File: config.mk
export PLATFORM = sky130hd
export DESIGN_NAME = mem_req_arbiter_flat
export DESIGN_NICKNAME = d
export VERILOG_FILES = /design/src/fetch_pkg.sv /design/src/mem_bus_pkg.sv /design/src/refill_if.sv /design/src/mem_req_arbiter.sv /design/src/flat_wrapper.sv
export SDC_FILE = /design/constraint.sdc
export NUM_CORES = 1
export LEC_CHECK = 0
export ABC_AREA = 0
export BUFFER_PORTS_ARGS = -buffer_cell sky130_fd_sc_hd__buf_2
export CORE_AREA = 2 2 158 160
export DETAILED_ROUTE_END_ITERATION = 16
export DIE_AREA = 0 0 160 162
export GPL_ROUTABILITY_DRIVEN = 0
export PLACE_DENSITY = 0.5
export SLEW_MARGIN = 10
export SYNTH_ARGS = -nofsm -noshare
export SYNTH_HDL_FRONTEND = slang
export SYNTH_SLANG_ARGS = --single-unit
export TNS_END_PERCENT = 100
File: constraint.sdc
create_clock -name clk -period 5.1 [get_ports clk]
set_clock_uncertainty 0.05 [all_clocks]
set_input_delay 0.255 -clock clk [delete_from_list [all_inputs] [get_ports clk]]
set_output_delay 0.255 -clock clk [all_outputs]
set_load 0.05 [all_outputs]
File: src/fetch_pkg.sv
`default_nettype none

package fetch_pkg;

  // core-side widths
  localparam int addr_w = 64;
  localparam int inst_w = 32;

  localparam int inst_bytes = inst_w / 8;  // pc step per instruction

  // first fetch after reset
  localparam logic [addr_w-1:0] reset_pc = 64'h0000_0000_8000_0000;

  localparam logic [inst_w-1:0] nop_inst = 32'h0000_0013;  // addi x0, x0, 0

  // icache geometry
  localparam int line_bytes = 32;
  localparam int num_lines  = 16;
  localparam int offset_w   = $clog2(line_bytes);
  localparam int index_w    = $clog2(num_lines);
  localparam int tag_w      = addr_w - index_w - offset_w;

endpackage

`default_nettype wire

File: src/mem_bus_pkg.sv
`default_nettype none

package mem_bus_pkg;

  localparam int bus_data_w = 64;
  localparam int bus_id_w   = 4;

  // returned beats are steered by these read ids
  localparam logic [bus_id_w-1:0] fetch_id = 4'd1;
  localparam logic [bus_id_w-1:0] data_id  = 4'd2;

  localparam int burst_beats = 4;  // one icache line

  // icache line refill
  typedef enum logic [1:0] {
    refill_idle,
    refill_request,
    refill_fill,
    refill_done
  } refill_state_e;

  // read port owner
  typedef enum logic [1:0] {
    arb_idle,
    arb_fetch_busy,
    arb_data_busy
  } arb_state_e;

endpackage

`default_nettype wire

File: src/refill_if.sv
`default_nettype none

interface refill_if;

  logic                               req;        // one cycle per line
  logic [fetch_pkg::addr_w-1:0]       line_addr;  // held until last
  logic                               beat_valid;
  logic [mem_bus_pkg::bus_data_w-1:0] beat_data;
  logic                               last;

  modport cache (
    output req,
    output line_addr,
    input  beat_valid,
    input  beat_data,
    input  last
  );

  modport arbiter (
    input  req,
    input  line_addr,
    output beat_valid,
    output beat_data,
    output last
  );

endinterface

`default_nettype wire

File: src/mem_req_arbiter.sv
`default_nettype none

module mem_req_arbiter (
  input  logic                               clk,
  input  logic                               rst_n,
  refill_if.arbiter                          refill,
  input  logic                               data_req,
  input  logic [fetch_pkg::addr_w-1:0]       data_addr,
  output logic                               data_rvalid,
  output logic [mem_bus_pkg::bus_data_w-1:0] data_rdata,
  output logic                               bus_req,
  output logic [fetch_pkg::addr_w-1:0]       bus_addr,
  output logic [mem_bus_pkg::bus_id_w-1:0]   bus_id,
  output logic                               bus_burst,
  input  logic                               r_valid,
  input  logic [mem_bus_pkg::bus_id_w-1:0]   r_id,
  input  logic [mem_bus_pkg::bus_data_w-1:0] r_data,
  input  logic                               r_last,
  input  logic                               w_busy
);

  mem_bus_pkg::arb_state_e      state_q;
  logic                         fetch_pend_q;
  logic                         data_pend_q;
  logic [fetch_pkg::addr_w-1:0] data_addr_q;
  logic                         fetch_beat;
  logic                         data_beat;
  logic                         issue_data;
  logic                         issue_fetch;
  logic                         xfer_done;

  // return path steered by id
  assign fetch_beat = r_valid && (r_id == mem_bus_pkg::fetch_id);
  assign data_beat  = r_valid && (r_id == mem_bus_pkg::data_id);

  assign refill.beat_valid = fetch_beat;
  assign refill.beat_data  = r_data;
  assign refill.last       = fetch_beat && r_last;
  assign data_rvalid       = data_beat;
  assign data_rdata        = r_data;

  // one read in flight, data side first, writes block new reads
  assign issue_data  = (state_q == mem_bus_pkg::arb_idle) && !w_busy && data_pend_q;
  assign issue_fetch = (state_q == mem_bus_pkg::arb_idle) && !w_busy && fetch_pend_q &&
                       !data_pend_q;

  assign bus_req   = issue_data || issue_fetch;
  assign bus_addr  = issue_data ? data_addr_q : refill.line_addr;
  assign bus_id    = issue_data ? mem_bus_pkg::data_id : mem_bus_pkg::fetch_id;
  assign bus_burst = issue_fetch;  // full line for fetch, single beat for data

  assign xfer_done = r_last &&
                     (((state_q == mem_bus_pkg::arb_fetch_busy) && fetch_beat) ||
                      ((state_q == mem_bus_pkg::arb_data_busy) && data_beat));

  always_ff @(posedge clk or negedge rst_n) begin
    if (!rst_n) begin
      state_q      <= mem_bus_pkg::arb_idle;
      fetch_pend_q <= 1'b0;
      data_pend_q  <= 1'b0;
    end else begin
      if (refill.req) begin
        fetch_pend_q <= 1'b1;
      end else if (issue_fetch) begin
        fetch_pend_q <= 1'b0;
      end

      if (data_req) begin
        data_pend_q <= 1'b1;
      end else if (issue_data) begin
        data_pend_q <= 1'b0;
      end

      case (state_q)
        mem_bus_pkg::arb_idle: begin
          if (issue_data) begin
            state_q <= mem_bus_pkg::arb_data_busy;
          end else if (issue_fetch) begin
            state_q <= mem_bus_pkg::arb_fetch_busy;
          end
        end
        mem_bus_pkg::arb_fetch_busy,
        mem_bus_pkg::arb_data_busy: begin
          if (xfer_done) begin
            state_q <= mem_bus_pkg::arb_idle;
          end
        end
        default: begin
          state_q <= mem_bus_pkg::arb_idle;
        end
      endcase
    end
  end

  always_ff @(posedge clk) begin
    if (data_req) begin
      data_addr_q <= data_addr;
    end
  end

endmodule

`default_nettype wire

File: src/flat_wrapper.sv
// flat-port wrapper written by rule: the top's interface ports become plain ports
module mem_req_arbiter_flat 
  (clk, rst_n, data_req, data_addr, data_rvalid, data_rdata, bus_req, bus_addr, bus_id, bus_burst, r_valid, r_id, r_data, r_last, w_busy, refill_req, refill_line_addr, refill_beat_valid, refill_beat_data, refill_last);
  refill_if refill_i ();
  input  logic clk;
  input  logic rst_n;
  input  logic data_req;
  input  logic [fetch_pkg::addr_w-1:0] data_addr;
  output logic data_rvalid;
  output logic [mem_bus_pkg::bus_data_w-1:0] data_rdata;
  output logic bus_req;
  output logic [fetch_pkg::addr_w-1:0] bus_addr;
  output logic [mem_bus_pkg::bus_id_w-1:0] bus_id;
  output logic bus_burst;
  input  logic r_valid;
  input  logic [mem_bus_pkg::bus_id_w-1:0] r_id;
  input  logic [mem_bus_pkg::bus_data_w-1:0] r_data;
  input  logic r_last;
  input  logic w_busy;
  input wire logic [$bits(refill_i.req)-1:0] refill_req;
  input wire logic [$bits(refill_i.line_addr)-1:0] refill_line_addr;
  output wire logic [$bits(refill_i.beat_valid)-1:0] refill_beat_valid;
  output wire logic [$bits(refill_i.beat_data)-1:0] refill_beat_data;
  output wire logic [$bits(refill_i.last)-1:0] refill_last;
  assign refill_i.req = refill_req;
  assign refill_i.line_addr = refill_line_addr;
  assign refill_beat_valid = refill_i.beat_valid;
  assign refill_beat_data = refill_i.beat_data;
  assign refill_last = refill_i.last;
  mem_req_arbiter u_core (.clk(clk), .rst_n(rst_n), .refill(refill_i), .data_req(data_req), .data_addr(data_addr), .data_rvalid(data_rvalid), .data_rdata(data_rdata), .bus_req(bus_req), .bus_addr(bus_addr), .bus_id(bus_id), .bus_burst(bus_burst), .r_valid(r_valid), .r_id(r_id), .r_data(r_data), .r_last(r_last), .w_busy(w_busy));
endmodule
; After elaboration in Yosys (flattened, before gate mapping)
; Cells that the tools add are included.
[op_classes]
eq_ne = 6
n_mux = 10
n_reduce_logical = 19
[op_table]
columns = cell, n
row1 = $mux W64, 1
row2 = $logic_and A1 B1 Y1, 10
row3 = $mux W2, 4
row4 = $eq A4 B1 Y1 const B, 1
row5 = $eq A4 B2 Y1 const B, 1
row6 = $mux W1, 4
row7 = $pmux W2 S2, 1
row8 = $reduce_bool A2 Y1, 2
row9 = $ne A3 B1 Y1 const B, 1
row10 = $eq A2 B1 Y1 const B, 1
row11 = $eq A2 B2 Y1 const B, 1
row12 = $logic_not A1 Y1, 2
row13 = $logic_not A2 Y1, 1
row14 = $logic_or A1 B1 Y1, 2
row15 = $ne A2 B1 Y1 const B, 1
row16 = $reduce_and A2 Y1, 1
row17 = $reduce_or A2 Y1, 1
[word_totals]
reg_bits = 68
inputBits = 203
out_inout_bits = 201
wordCells = 39

; Logic depth before layout (Yosys ltp)
; Gate-level depths: netlist (run 1).
[logic_depth]
depth_word = 7
ltp_mapped = 7
ltp_nobuf = 6

; Worst setup path before layout (run 1)
; Ideal clock, no wire load.
[synth_timing]
kind = reg2reg
startpoint = register u_core.state_q[1]
endpoint = register u_core.state_q[0]
setup_time_ps = 88
arrival_ps = 2282
t_required_ps = 4962
path_slack_ps = 2680
stages_incl_launch_ff = 7
path_cell_list = dfrtp_1 inv_1 ha_1 nand2b_4 nor3_1 o21ai_0 a22oi_1
[synth_via]
elab_chain_len = 6
[synth_rtl]
columns = element, line
row1 = "start, declared", mem_req_arbiter.sv:22  ; mem_bus_pkg::arb_state_e state_q;
row2 = "start signal, assigned", mem_req_arbiter.sv:58  ; state_q <= mem_bus_pkg::arb_idle;
row3 = "start signal, assigned", mem_req_arbiter.sv:77  ; state_q <= mem_bus_pkg::arb_data_busy;
row4 = "start signal, assigned", mem_req_arbiter.sv:79  ; state_q <= mem_bus_pkg::arb_fetch_busy;
row5 = $logic_not A2 Y1, mem_req_arbiter.sv:44  ; assign issue_fetch = (state_q == mem_bus_pkg::arb_idle) && !w_busy && fetch_pend_q &&
row6 = $logic_and A1 B1 Y1 (3 in a row), mem_req_arbiter.sv:44
row7 = named net bus_burst, flat_wrapper.sv:14  ; output logic bus_burst;
row8 = $ne A3 B1 Y1 (no line), n/a
row9 = $reduce_and A2 Y1 (no line), n/a
; The timed path passes the listed nets, and every way through them passes these cells.
; A chain may end at the register's enable or synchronous reset.

; Worst setup path in the final report (run 1)
[layout_timing]
startpoint = register u_core.state_q[1]
endpoint = output bus_addr[26] in the netlist's numbering
[layout_via]
elab_chain_len = 4
[layout_rtl]
columns = element, line
row1 = $logic_not A2 Y1, mem_req_arbiter.sv:43  ; assign issue_data = (state_q == mem_bus_pkg::arb_idle) && !w_busy && data_pend_q;
row2 = $logic_and A1 B1 Y1 (2 in a row), mem_req_arbiter.sv:43
row3 = $mux W64, mem_req_arbiter.sv:48  ; assign bus_addr = issue_data ? data_addr_q : refill.line_addr;
row4 = "end, declared", flat_wrapper.sv:12  ; output logic [fetch_pkg::addr_w-1:0] bus_addr;
; No other way between the ends.

==> results of run 1 <==
## stage by stage
stage          util (%)  area, um2  total power [W]
2_1_floorplan         -       4165         0.001825
3_3_place_gp      19.01       4582         0.001746
4_1_cts           20.29       4892         0.002400
3_5_place_dp      19.01       4582         0.001748
5_1_grt           20.29       4892         0.002465
6_report          20.31       4895         0.002354
## cell families (layout without fill, tap and decap cells)
| family | after synthesis | in the layout | synth area share, % |
|---|---|---|---|
| AO/OA/AOI/OAI | 9 | 9 | 1.474 |
| adder cells (fa/ha/maj) | 3 | 3 | 0.9021 |
| buffers and inverters | 144 | 234 | 25.77 |
| flip-flops | 68 | 68 | 48.59 |
| multiplexers | 64 | 64 | 20.93 |
| other | 1 | 3 | 0.09011 |
| AND/OR/NAND/NOR | 14 | 14 | 2.255 |
## layout make-up
type,instances,area (um2),share of cell area [%]
Timing Repair Buffer,212,1071,21.88
Clock buffer,9,225.2,4.601
Clock inverter,7,75.07,1.534
Tap cell,324,405.4,8.282
Inverter,6,22.52,0.4601
Sequential cell,68,2022,41.31
Antenna cell,1,2.502,0.05112
Multi-Input combinational cell,92,1071,21.88
## registers in the layout (all words and copies together) (netlist names)
name and cells:
u_core.state_q 2, u_core.data_addr_q 64, u_core.fetch_pend_q 1, u_core.data_pend_q 1
## how the worst max path moves through the flow
stage	start	endpoint	slack [ps]
global route	u_core.state_q[1]$_DFFE_PN0P_	bus_addr[26]	1810
finish	u_core.state_q[1]$_DFFE_PN0P_	bus_addr[26]	1970
detailed placement	u_core.state_q[1]$_DFFE_PN0P_	bus_addr[26]	2300
global placement	u_core.state_q[1]$_DFFE_PN0P_	bus_addr[23]	2350
floorplan	u_core.state_q[1]$_DFFE_PN0P_	u_core.state_q[0]$_DFFE_PN0P_	2680
CTS	u_core.state_q[1]$_DFFE_PN0P_	bus_addr[26]	1920
## cell usage in the layout (no fill, tap or decap)
cell type      instances
nand2b_1               2
inv_6                  1
mux2_4                40
o21ai_0                2
inv_1                  6
a22oi_1                1
nand4bb_1              1
buf_2                209
nand2b_4               1
a21oi_1                2
bufinv_16              1
conb_1                 2
diode_2                1
dfrtp_1                4
edfxtp_1              64
buf_4                  2
clkinv_2               1
mux2_2                24
ha_1                   3
nor3b_1                1
a21o_1                 1
dlygate4sd3_1          1
clkinv_4               1
clkinvlp_4             3
nand3b_1               2
nand2_1                1
a211o_1                1
clkbuf_16              9
or2_4                  1
o21bai_1               1
nor3_1                 2
o311a_1                1
nor2_1                 3
## routing by layer
layer / GRT usage, % / vias up / part of all wire (%)
met2: 19.40 / 239 / 53
met5: 0 / - / 0.091
met4: 6.880 / 2 / 5.6
li1: - / 1090 / -
met3: 6.895 / 34 / 15
met1: 7.712 / 1058 / 26
## power by group
group	internal [W]	leakage, nW	switching [W]
combinational	0.000346	1.43	0.000689
sequential	0.000668	0.671	0.0000230
clock	0.000380	0.138	0.000248
total	0.00139	2.24	0.000960
## critical path, cell delays in order, from the launching register on
cell,delay (ps)
dfrtp_1,380
inv_1,90
ha_1,230
nand2b_4,90
or2_4,640
buf_4,460
mux2_4,340
buf_2,210
==> reports/qor.yml, run 1 <==
outcome:
  status: "completed"
logic_synthesis:
  yosysTopAreaCellShare_pct: 46.18
  synth_edf_count: 64
  synth.cells.most_frequent: "buf_4 (131), edfxtp_1 (64), mux2_4 (40)"
  avgSynthCellArea_um2: 13.73
  synth_top_cells_by_area: "edfxtp_1 (46%), buf_4 (24%), mux2_4 (14%)"
  seq_area_frac_synth_pct: 48.59
  ys.flop_type: "edfxtp_1"
  yosysTopAreaCell: "edfxtp_1"
  ys_warn_count: 0
  synthCells: 303
  netlist_area_mm2: 0.004161
  ys_seq_elements: 68
  synth.most_common_cell: "buf_4"
  ys_types: 26
  ys_async_sr_fraction_pct: 5.882
global_route:
  gr-total-overflow: 0
  grtUsageTotal_pct: 10.45
  grt_max_degree: 66
  grt_pass1_wl_um: 18530
  grt_pass1_vias: 2514
  antenna_found_initial: 2
cts:
  cts_max_level: 3
  ctsHoldBuffers: 1
  cts_resized: 0
  clock_latency_ps: 330
  clockRootBuffer: "clkbuf_16"
  cts_tree: "yes"
  clock-sinks: 68
  clk_path_buf_depth: 2
  numCtsBuffers: 9
  path_clk_slew_ps: 60
  cts_setup_buffers: 0
power:
  power_density_mw_per_mm2: 480.8
  leakage_nw: 2.238
  ir_worst_vdd_mv: 0.1688
hold_path:
  hold_depth: 1
  worstHoldEndpoint: "u_core.data_addr_q[25]$_DFFE_PP_"
  min_path_type: "in2reg"
  hold_path.startpoint: "data_addr[25]"
timing:
  rsz0062_at_grt: "false"
  finalSetupViolCount: 0
  drv_slew: 0
  timing.final.crit_share_pct: 61.45
  worst_slew_pin_slew_ps: 873.3
  tns_ps: 0
  layout_setup_ws_ps: 1966
  hold_violations: 0
  max_freq_mhz: 319.1
  period_needed_ps: 3134
  max-slew-margin-rel_pct: 41.78
  hold-worst-slack_ps: 42.62
placement:
  dp_cells: 701
  detailed_place_hpwl_um: 12250
  place_ws_ps: 2299
  portBuffers: 209
critical_path:
  regToRegStartpoint: "u_core.state_q[1]$_DFFE_PN0P_"
  r2r_slack_ps: 3080
  r2r-end: "u_core.state_q[1]$_DFFE_PN0P_"
  cp.arrival_ps: 2830
  reg2regPathDepth: 6
  endpoint_kind: "primary output"
  path_class: "reg2out"
  worstPathMaxFanout: 49
  crit_required_ps: 4800
  start_kind: "flop"
routing:
  post_drt_wl_per_cell_um: 19.86
  vias: 2423
  antenna_left: 0
  drt_drc_violations_left: 0
  drt-pass1-iter-count: 4
  drt-total-wl_um: 14280
  first_iter_violations: 30
  routed_via_density: 3.370
die:
  std_cell_rows: 57
  die_x_um: 160
  pin_count: 404
  die-area_mm2: 0.02592
  die_h_um: 162
  initial_core_util_pct: 17.26
  core-area_mm2: 0.02411
cells_and_area:
  drive_gt1_share_pct: 74.37
  stdcell_count: 719
  fillers: 2686
  fin_nets: 595
  area_growth_pct: 17.62
job:
  maxCapViolations: 0
No activity file was read; power rests on OpenSTA's default activity.
==> inputs of run 2 (changes only) <==
--- a/config.mk
+++ b/config.mk
@@ -7,11 +7,11 @@
 export LEC_CHECK = 0
 export ABC_AREA = 0
 export BUFFER_PORTS_ARGS = -buffer_cell sky130_fd_sc_hd__buf_2
-export CORE_AREA = 2 2 158 160
+export CORE_AREA = 2 2 155 157
 export DETAILED_ROUTE_END_ITERATION = 16
-export DIE_AREA = 0 0 160 162
+export DIE_AREA = 0 0 157 159
 export GPL_ROUTABILITY_DRIVEN = 0
-export PLACE_DENSITY = 0.5
+export PLACE_DENSITY = 0.52
 export SLEW_MARGIN = 10
 export SYNTH_ARGS = -nofsm -noshare
 export SYNTH_HDL_FRONTEND = slang
==> constraint.sdc (replaced) <==
create_clock -name clk -period 2.9 [get_ports clk]
set_clock_uncertainty 0.05 [all_clocks]
set_input_delay 0.145 -clock clk [delete_from_list [all_inputs] [get_ports clk]]
set_output_delay 0.145 -clock clk [all_outputs]
set_load 0.05 [all_outputs]
==> run 2 against run 1 <==
Against the previous run: clock power is 82% higher; hold slack better by 51 ps; largest power group unchanged; final area is 14% higher; highest routed layer is now met4; flip-flop and latch count stayed put; cell count is 8.5% higher; global-route usage is 0.99 points higher; setup slack worse by 1800 ps; register-to-register slack worse by 1900 ps; critical path depth stayed put; sequential power is 75% higher; non-clock buffer count is 67 higher.
==> reports/qor.yml, run 2 (synthesis gave the netlist of run 1 again) <==
hold_path:
  min_path_type: "in2async"
timing:
  hold_violations: 0
  max-slew-margin-rel_pct: 55.84
  timing.final.crit_share_pct: 92.81
  tns_ps: 0
  worst_slew_pin_slew_ps: 662.4
  hold-worst-slack_ps: 93.33
  period_needed_ps: 2691
  max_freq_mhz: 371.5
  rsz0062_at_grt: "false"
  drv_slew: 0
  finalSetupViolCount: 0
cells_and_area:
  num_antenna_cells: 0
  fin_nets: 662
  top_register: "u_core.data_addr_q"
  top_regs: "u_core.data_addr_q (64), u_core.state_q (2)"
  area_growth_pct: 34.03
  final_common_cell: "buf_2"
  largest_register_ffs: 64
  layout.cells.most_common_list: "buf_2 (209), dlygate4sd3_1 (66), edfxtp_1 (64)"
  drive_gt1_share_pct: 63.77
  fillers: 2449
critical_path:
  cp.arrival_ps: 2500
  path_class: "reg2out"
  worstPathMaxFanout: 25
  cpLargestDelayFamily: "buffers and inverters"
  start_kind: "flop"
  path_buf_inv: 3
  crit_required_ps: 2710
  worstPathCellList: "inv_1 > ha_1 > nand2b_4 > or2_4 > buf_4 > mux2_4 > buf_2"
  cp_slowest_stage_delay_ps: 400
  critical-path-slowest-cell: "or2_4"
  endpoint_kind: "primary output"
die:
  die_x_um: 157
  initial_core_util_pct: 17.94
  die_h_um: 159
  die-area_mm2: 0.02496
  core-area_mm2: 0.02319
  std_cell_rows: 56
  pin_count: 404
routing:
  vias: 2703
  drt_drc_violations_left: 0
  first_iter_violations: 87
  drt-total-wl_um: 14830
  routed_via_density: 3.465
  post_drt_wl_per_cell_um: 19.01
  drt-pass1-iter-count: 6
  antenna_left: 0
global_route:
  grt_pass1_vias: 2951
  grt_pass1_wl_um: 19870
  gr-total-overflow: 0
  grtUsageTotal_pct: 11.44
  grt_max_degree: 43
  antenna_found_initial: 1
cts:
  cts_setup_buffers: 0
  clock_latency_ps: 340
  cts_max_level: 3
  path_clk_slew_ps: 60
  numCtsBuffers: 9
  clock-sinks: 68
  cts_resized: 0
  clk_path_buf_depth: 2
  cts_tree: "yes"
  clockRootBuffer: "clkbuf_16"
power:
  ir_worst_vdd_mv: 0.4356
  leakage_nw: 2.535
  power_density_mw_per_mm2: 768.3
placement:
  detailed_place_hpwl_um: 12060
  portBuffers: 209
outcome:
  status: "completed"
job:
  maxCapViolations: 0
## run 2: final cells by class
| class | count | area, um2 | area share [%] |
|---|---|---|---|
| repair buffers | 279 | 1762 | 31.58 |
| well taps | 319 | 399.1 | 7.156 |
| inverters | 6 | 22.52 | 0.4038 |
| flip-flops and latches | 68 | 2022 | 36.25 |
| clock inverters | 6 | 72.57 | 1.301 |
| multi-input cells | 92 | 1071 | 19.20 |
| clock buffers | 10 | 229.0 | 4.105 |
## run 2: timing repair
item / in CTS / in global routing
setup endpoints to repair: 0 / 0
endpoints found under the hold margin: 69 / 0
hold buffers: 66 / 0
## run 2: power by group
group	switching [W]	internal, W	total, W	leakage [nW]
clock	0.000465	0.000676	0.00114	0.144
sequential	0.0000359	0.00117	0.00121	0.671
combinational	0.00125	0.000687	0.00193	1.72
total	0.00175	0.00254	0.00429	2.53
## run 2: routing by layer
layer	GRT usage, %	vias up	share of wire, %
met5	0.5952	-	0
met4	4.128	0	2.1
met3	7.104	26	15
met2	21.69	280	54
met1	9.325	1172	29
li1	-	1225	-
## run 2: final timing paths
path | cells after the start | slack, ps | start | endpoint
max | 7 | 210 | u_core.state_q[1]$_DFFE_PN0P_ | bus_addr[50]
min | 2 | 90 | rst_n | u_core.data_pend_q$_DFFE_PN0P_
max reg2reg | 6 | 1170 | u_core.state_q[1]$_DFFE_PN0P_ | u_core.state_q[1]$_DFFE_PN0P_
min reg2reg | 1 | 490 | u_core.data_pend_q$_DFFE_PN0P_ | u_core.data_pend_q$_DFFE_PN0P_
max in group asynchronous | 2 | 2590 | rst_n | u_core.state_q[0]$_DFFE_PN0P_
min in group clk | 3 | 130 | w_busy | u_core.data_pend_q$_DFFE_PN0P_
## run 2: metrics by stage
stage	area [um2]	std cells	power (W)	worst slack, ps	utilization, %
global route	5578	780	0.004491	57.14	24.05
CTS	5578	780	0.004377	163.2	24.05
finish	5578	780	0.004285	208.6	24.05
global placement	4616	698	0.003107	587.1	19.90
detailed placement	4616	698	0.003113	547.5	19.90
floorplan	4165	304	0.003209	479.6	-
## run 2: worst register-to-register path, stage by stage, from the launching register on
cell      delay, ps
dfrtp_1         370
inv_1            80
ha_1            230
nand2b_4        100
or2_4           400
inv_1           110
a211o_1         280
==> inputs of run 3 (changes only) <==
--- a/config.mk
+++ b/config.mk
@@ -5,13 +5,14 @@
 export SDC_FILE = /design/constraint.sdc
 export NUM_CORES = 1
 export LEC_CHECK = 0
-export ABC_AREA = 0
+export ABC_AREA = 1
 export BUFFER_PORTS_ARGS = -buffer_cell sky130_fd_sc_hd__buf_2
-export CORE_AREA = 2 2 155 157
+export CORE_AREA = 2 2 159 161
+export CTS_CLUSTER_SIZE = 14
 export DETAILED_ROUTE_END_ITERATION = 16
-export DIE_AREA = 0 0 157 159
+export DIE_AREA = 0 0 161 163
 export GPL_ROUTABILITY_DRIVEN = 0
-export PLACE_DENSITY = 0.52
+export PLACE_DENSITY = 0.49
 export SLEW_MARGIN = 10
 export SYNTH_ARGS = -nofsm -noshare
 export SYNTH_HDL_FRONTEND = slang
==> run 3 against run 2 <==
Against the previous run: clock-buffer cell count stayed put; wire length is 1.0% lower; cell count is 19% higher; combinational power is 21% higher; die area is 5.1% higher; core utilization is 1.9 points lower; hold slack better by 11 ps; power is 11% higher; clock power is 9% higher; area after synthesis is 3.5% lower; final area is 2.2% lower; largest cell class unchanged; highest routed layer unchanged.
==> reports/qor.yml, run 3 <==
cts:
  cts_max_level: 3
  clock-sinks: 68
  path_clk_slew_ps: 60
  clk_path_buf_depth: 2
  cts_tree: "yes"
  ctsHoldBuffers: 66
  clock_latency_ps: 320
  clockRootBuffer: "clkbuf_16"
  cts_setup_buffers: 0
  cts_resized: 0
  numCtsBuffers: 9
placement:
  detailed_place_hpwl_um: 11890
  postPlaceCellArea_mm2: 0.004461
  portBuffers: 209
  dp_cells: 845
critical_path:
  regToRegStartpoint: "u_core.state_q[1]$_DFFE_PN0P_"
  start_kind: "flop"
  r2r_slack_ps: 1030
  endpoint_kind: "primary output"
  startpoint: "u_core.state_q[0]$_DFFE_PN0P_"
  path_class: "reg2out"
  crit_required_ps: 2710
  worstPathMaxFanout: 45
  cp.arrival_ps: 2430
die:
  die_h_um: 163
  die-area_mm2: 0.02624
  core-area_mm2: 0.02467
  die_x_um: 161
  std_cell_rows: 58
  pin_count: 404
  initial_core_util_pct: 16.27
cells_and_area:
  largest_register_ffs: 64
  area_growth_pct: 35.87
  stdcell_count: 928
  drive_gt1_share_pct: 38.36
  final_common_cell: "buf_2"
  layout.cells.most_common_list: "buf_2 (209), nand2_1 (204), dlygate4sd3_1 (66)"
  fin_nets: 798
  top_register: "u_core.data_addr_q"
  fillers: 2729
  top_regs: "u_core.data_addr_q (64), u_core.state_q (2)"
  fin_area_mm2: 0.005455
  final_core_util_pct: 22.11
global_route:
  grt_pass1_vias: 3318
  antenna_found_initial: 1
  grt_pass1_wl_um: 20420
  grt_max_degree: 48
  gr-total-overflow: 0
  grtUsageTotal_pct: 10.61
power:
  leakage_nw: 2.674
  ir_worst_vdd_mv: 0.3718
  power_w: 0.004770
  power_density_mw_per_mm2: 874.4
job:
  maxCapViolations: 0
logic_synthesis:
  ys_seq_elements: 68
  synth.cells.most_frequent: "nand2_1 (204), buf_4 (135), edfxtp_1 (64)"
  seq_area_frac_synth_pct: 50.36
  ys_warn_count: 0
  netlist_area_mm2: 0.004015
  synth.most_common_cell: "nand2_1"
  yosysTopAreaCellShare_pct: 47.87
  avgSynthCellArea_um2: 9.002
  synth_top_cells_by_area: "edfxtp_1 (48%), buf_4 (25%), nand2_1 (19%)"
  yosysTopAreaCell: "edfxtp_1"
  ys_async_sr_fraction_pct: 5.882
  synthCells: 446
  ys_types: 18
  ys.flop_type: "edfxtp_1"
  synth_edf_count: 64
routing:
  drt-total-wl_um: 14680
  drt-pass1-iter-count: 4
  antenna_left: 0
  vias: 3256
  post_drt_wl_per_cell_um: 15.82
  routed_via_density: 3.509
  drt_drc_violations_left: 0
  first_iter_violations: 92
timing:
  drv_slew: 0
  timing.final.crit_share_pct: 90.52
  max-slew-margin-rel_pct: 64.24
  max_freq_mhz: 380.9
  finalSetupViolCount: 0
  rsz0062_at_grt: "false"
  period_needed_ps: 2625
  hold_violations: 0
  worst_slew_pin_slew_ps: 536.4
  tns_ps: 0
outcome:
  status: "completed"
hold_path:
  min_path_type: "in2async"
run 3: changes by cell type after synthesis, sizes merged, moves of 2 or more:
cell / before / now
buf: 138 / 142
nand2b: 3 / 0
clkbuf: 0 / 3
o21ai: 2 / 0
nand3: 0 / 4
nand3b: 2 / 0
a21oi: 2 / 0
inv: 6 / 11
mux2: 64 / 0
nand2: 1 / 204
run 3: routing by layer:
| layer | wire length [um] | vias to the layer above | part of all wire [%] | track usage, % |
|---|---|---|---|---|
| met5 | 0 | - | 0 | 0.7576 |
| met4 | 550 | 0 | 3.7 | 4.992 |
| met3 | 2150 | 34 | 15 | 6.341 |
| met2 | 7874 | 252 | 54 | 20.33 |
| met1 | 4104 | 1412 | 28 | 8.407 |
| li1 | - | 1558 | - | - |
run 3: logic make-up after synthesis:
kind of cell,synth area share [%]
simple gates,20.82
buf+inv,27.42
flops,50.36
fa+ha+maj,0.9350
compound gates,0.3741
other cells,0.09340
run 3: cell type report:
class                           count  area, um2  area share [%]
Multi-Input combinational cell    223      895.9           16.42
Tap cell                          330      412.9           7.569
Sequential cell                    68       2022           37.06
Inverter                           11      41.29          0.7569
Clock buffer                       10      229.0           4.197
Antenna cell                        1      2.502         0.04587
Timing Repair Buffer              279       1749           32.06
Clock inverter                      6      102.6           1.881
run 3: metrics by stage:
stage,setup slack (ps),hold WS (ps)
2_1_floorplan,758.7,-200.6
4_1_cts,174.4,96.95
3_3_place_gp,557.8,-91.33
6_report,274.8,104.6
5_1_grt,13.42,121.2
3_5_place_dp,535.3,-91.22
run 3: final timing paths:
kind / end / depth (start not counted)
min in group clk: u_core.state_q[1]$_DFFE_PN0P_ / 5
worst min-delay path: u_core.state_q[1]$_DFFE_PN0P_ / 2
max in group asynchronous: u_core.data_pend_q$_DFFE_PN0P_ / 2
worst max register to register: u_core.state_q[0]$_DFFE_PN0P_ / 10
worst min register to register: u_core.fetch_pend_q$_DFFE_PN0P_ / 1
worst max-delay path: bus_addr[18] / 9
run 3: power breakdown:
group,switching (W),total (W),internal (W)
logic,0.00180,0.00233,0.000527
registers,0.0000313,0.00121,0.00117
clock network,0.000405,0.00124,0.000833
total,0.00224,0.00477,0.00253
run 3: worst max-delay path: stages, from the launching register on:
cell,delay [ps]
dfrtp_1,360
inv_1,70
ha_1,210
inv_1,110
nor3_4,50
inv_2,280
buf_4,470
nand2_1,180
nand2_1,90
buf_2,250
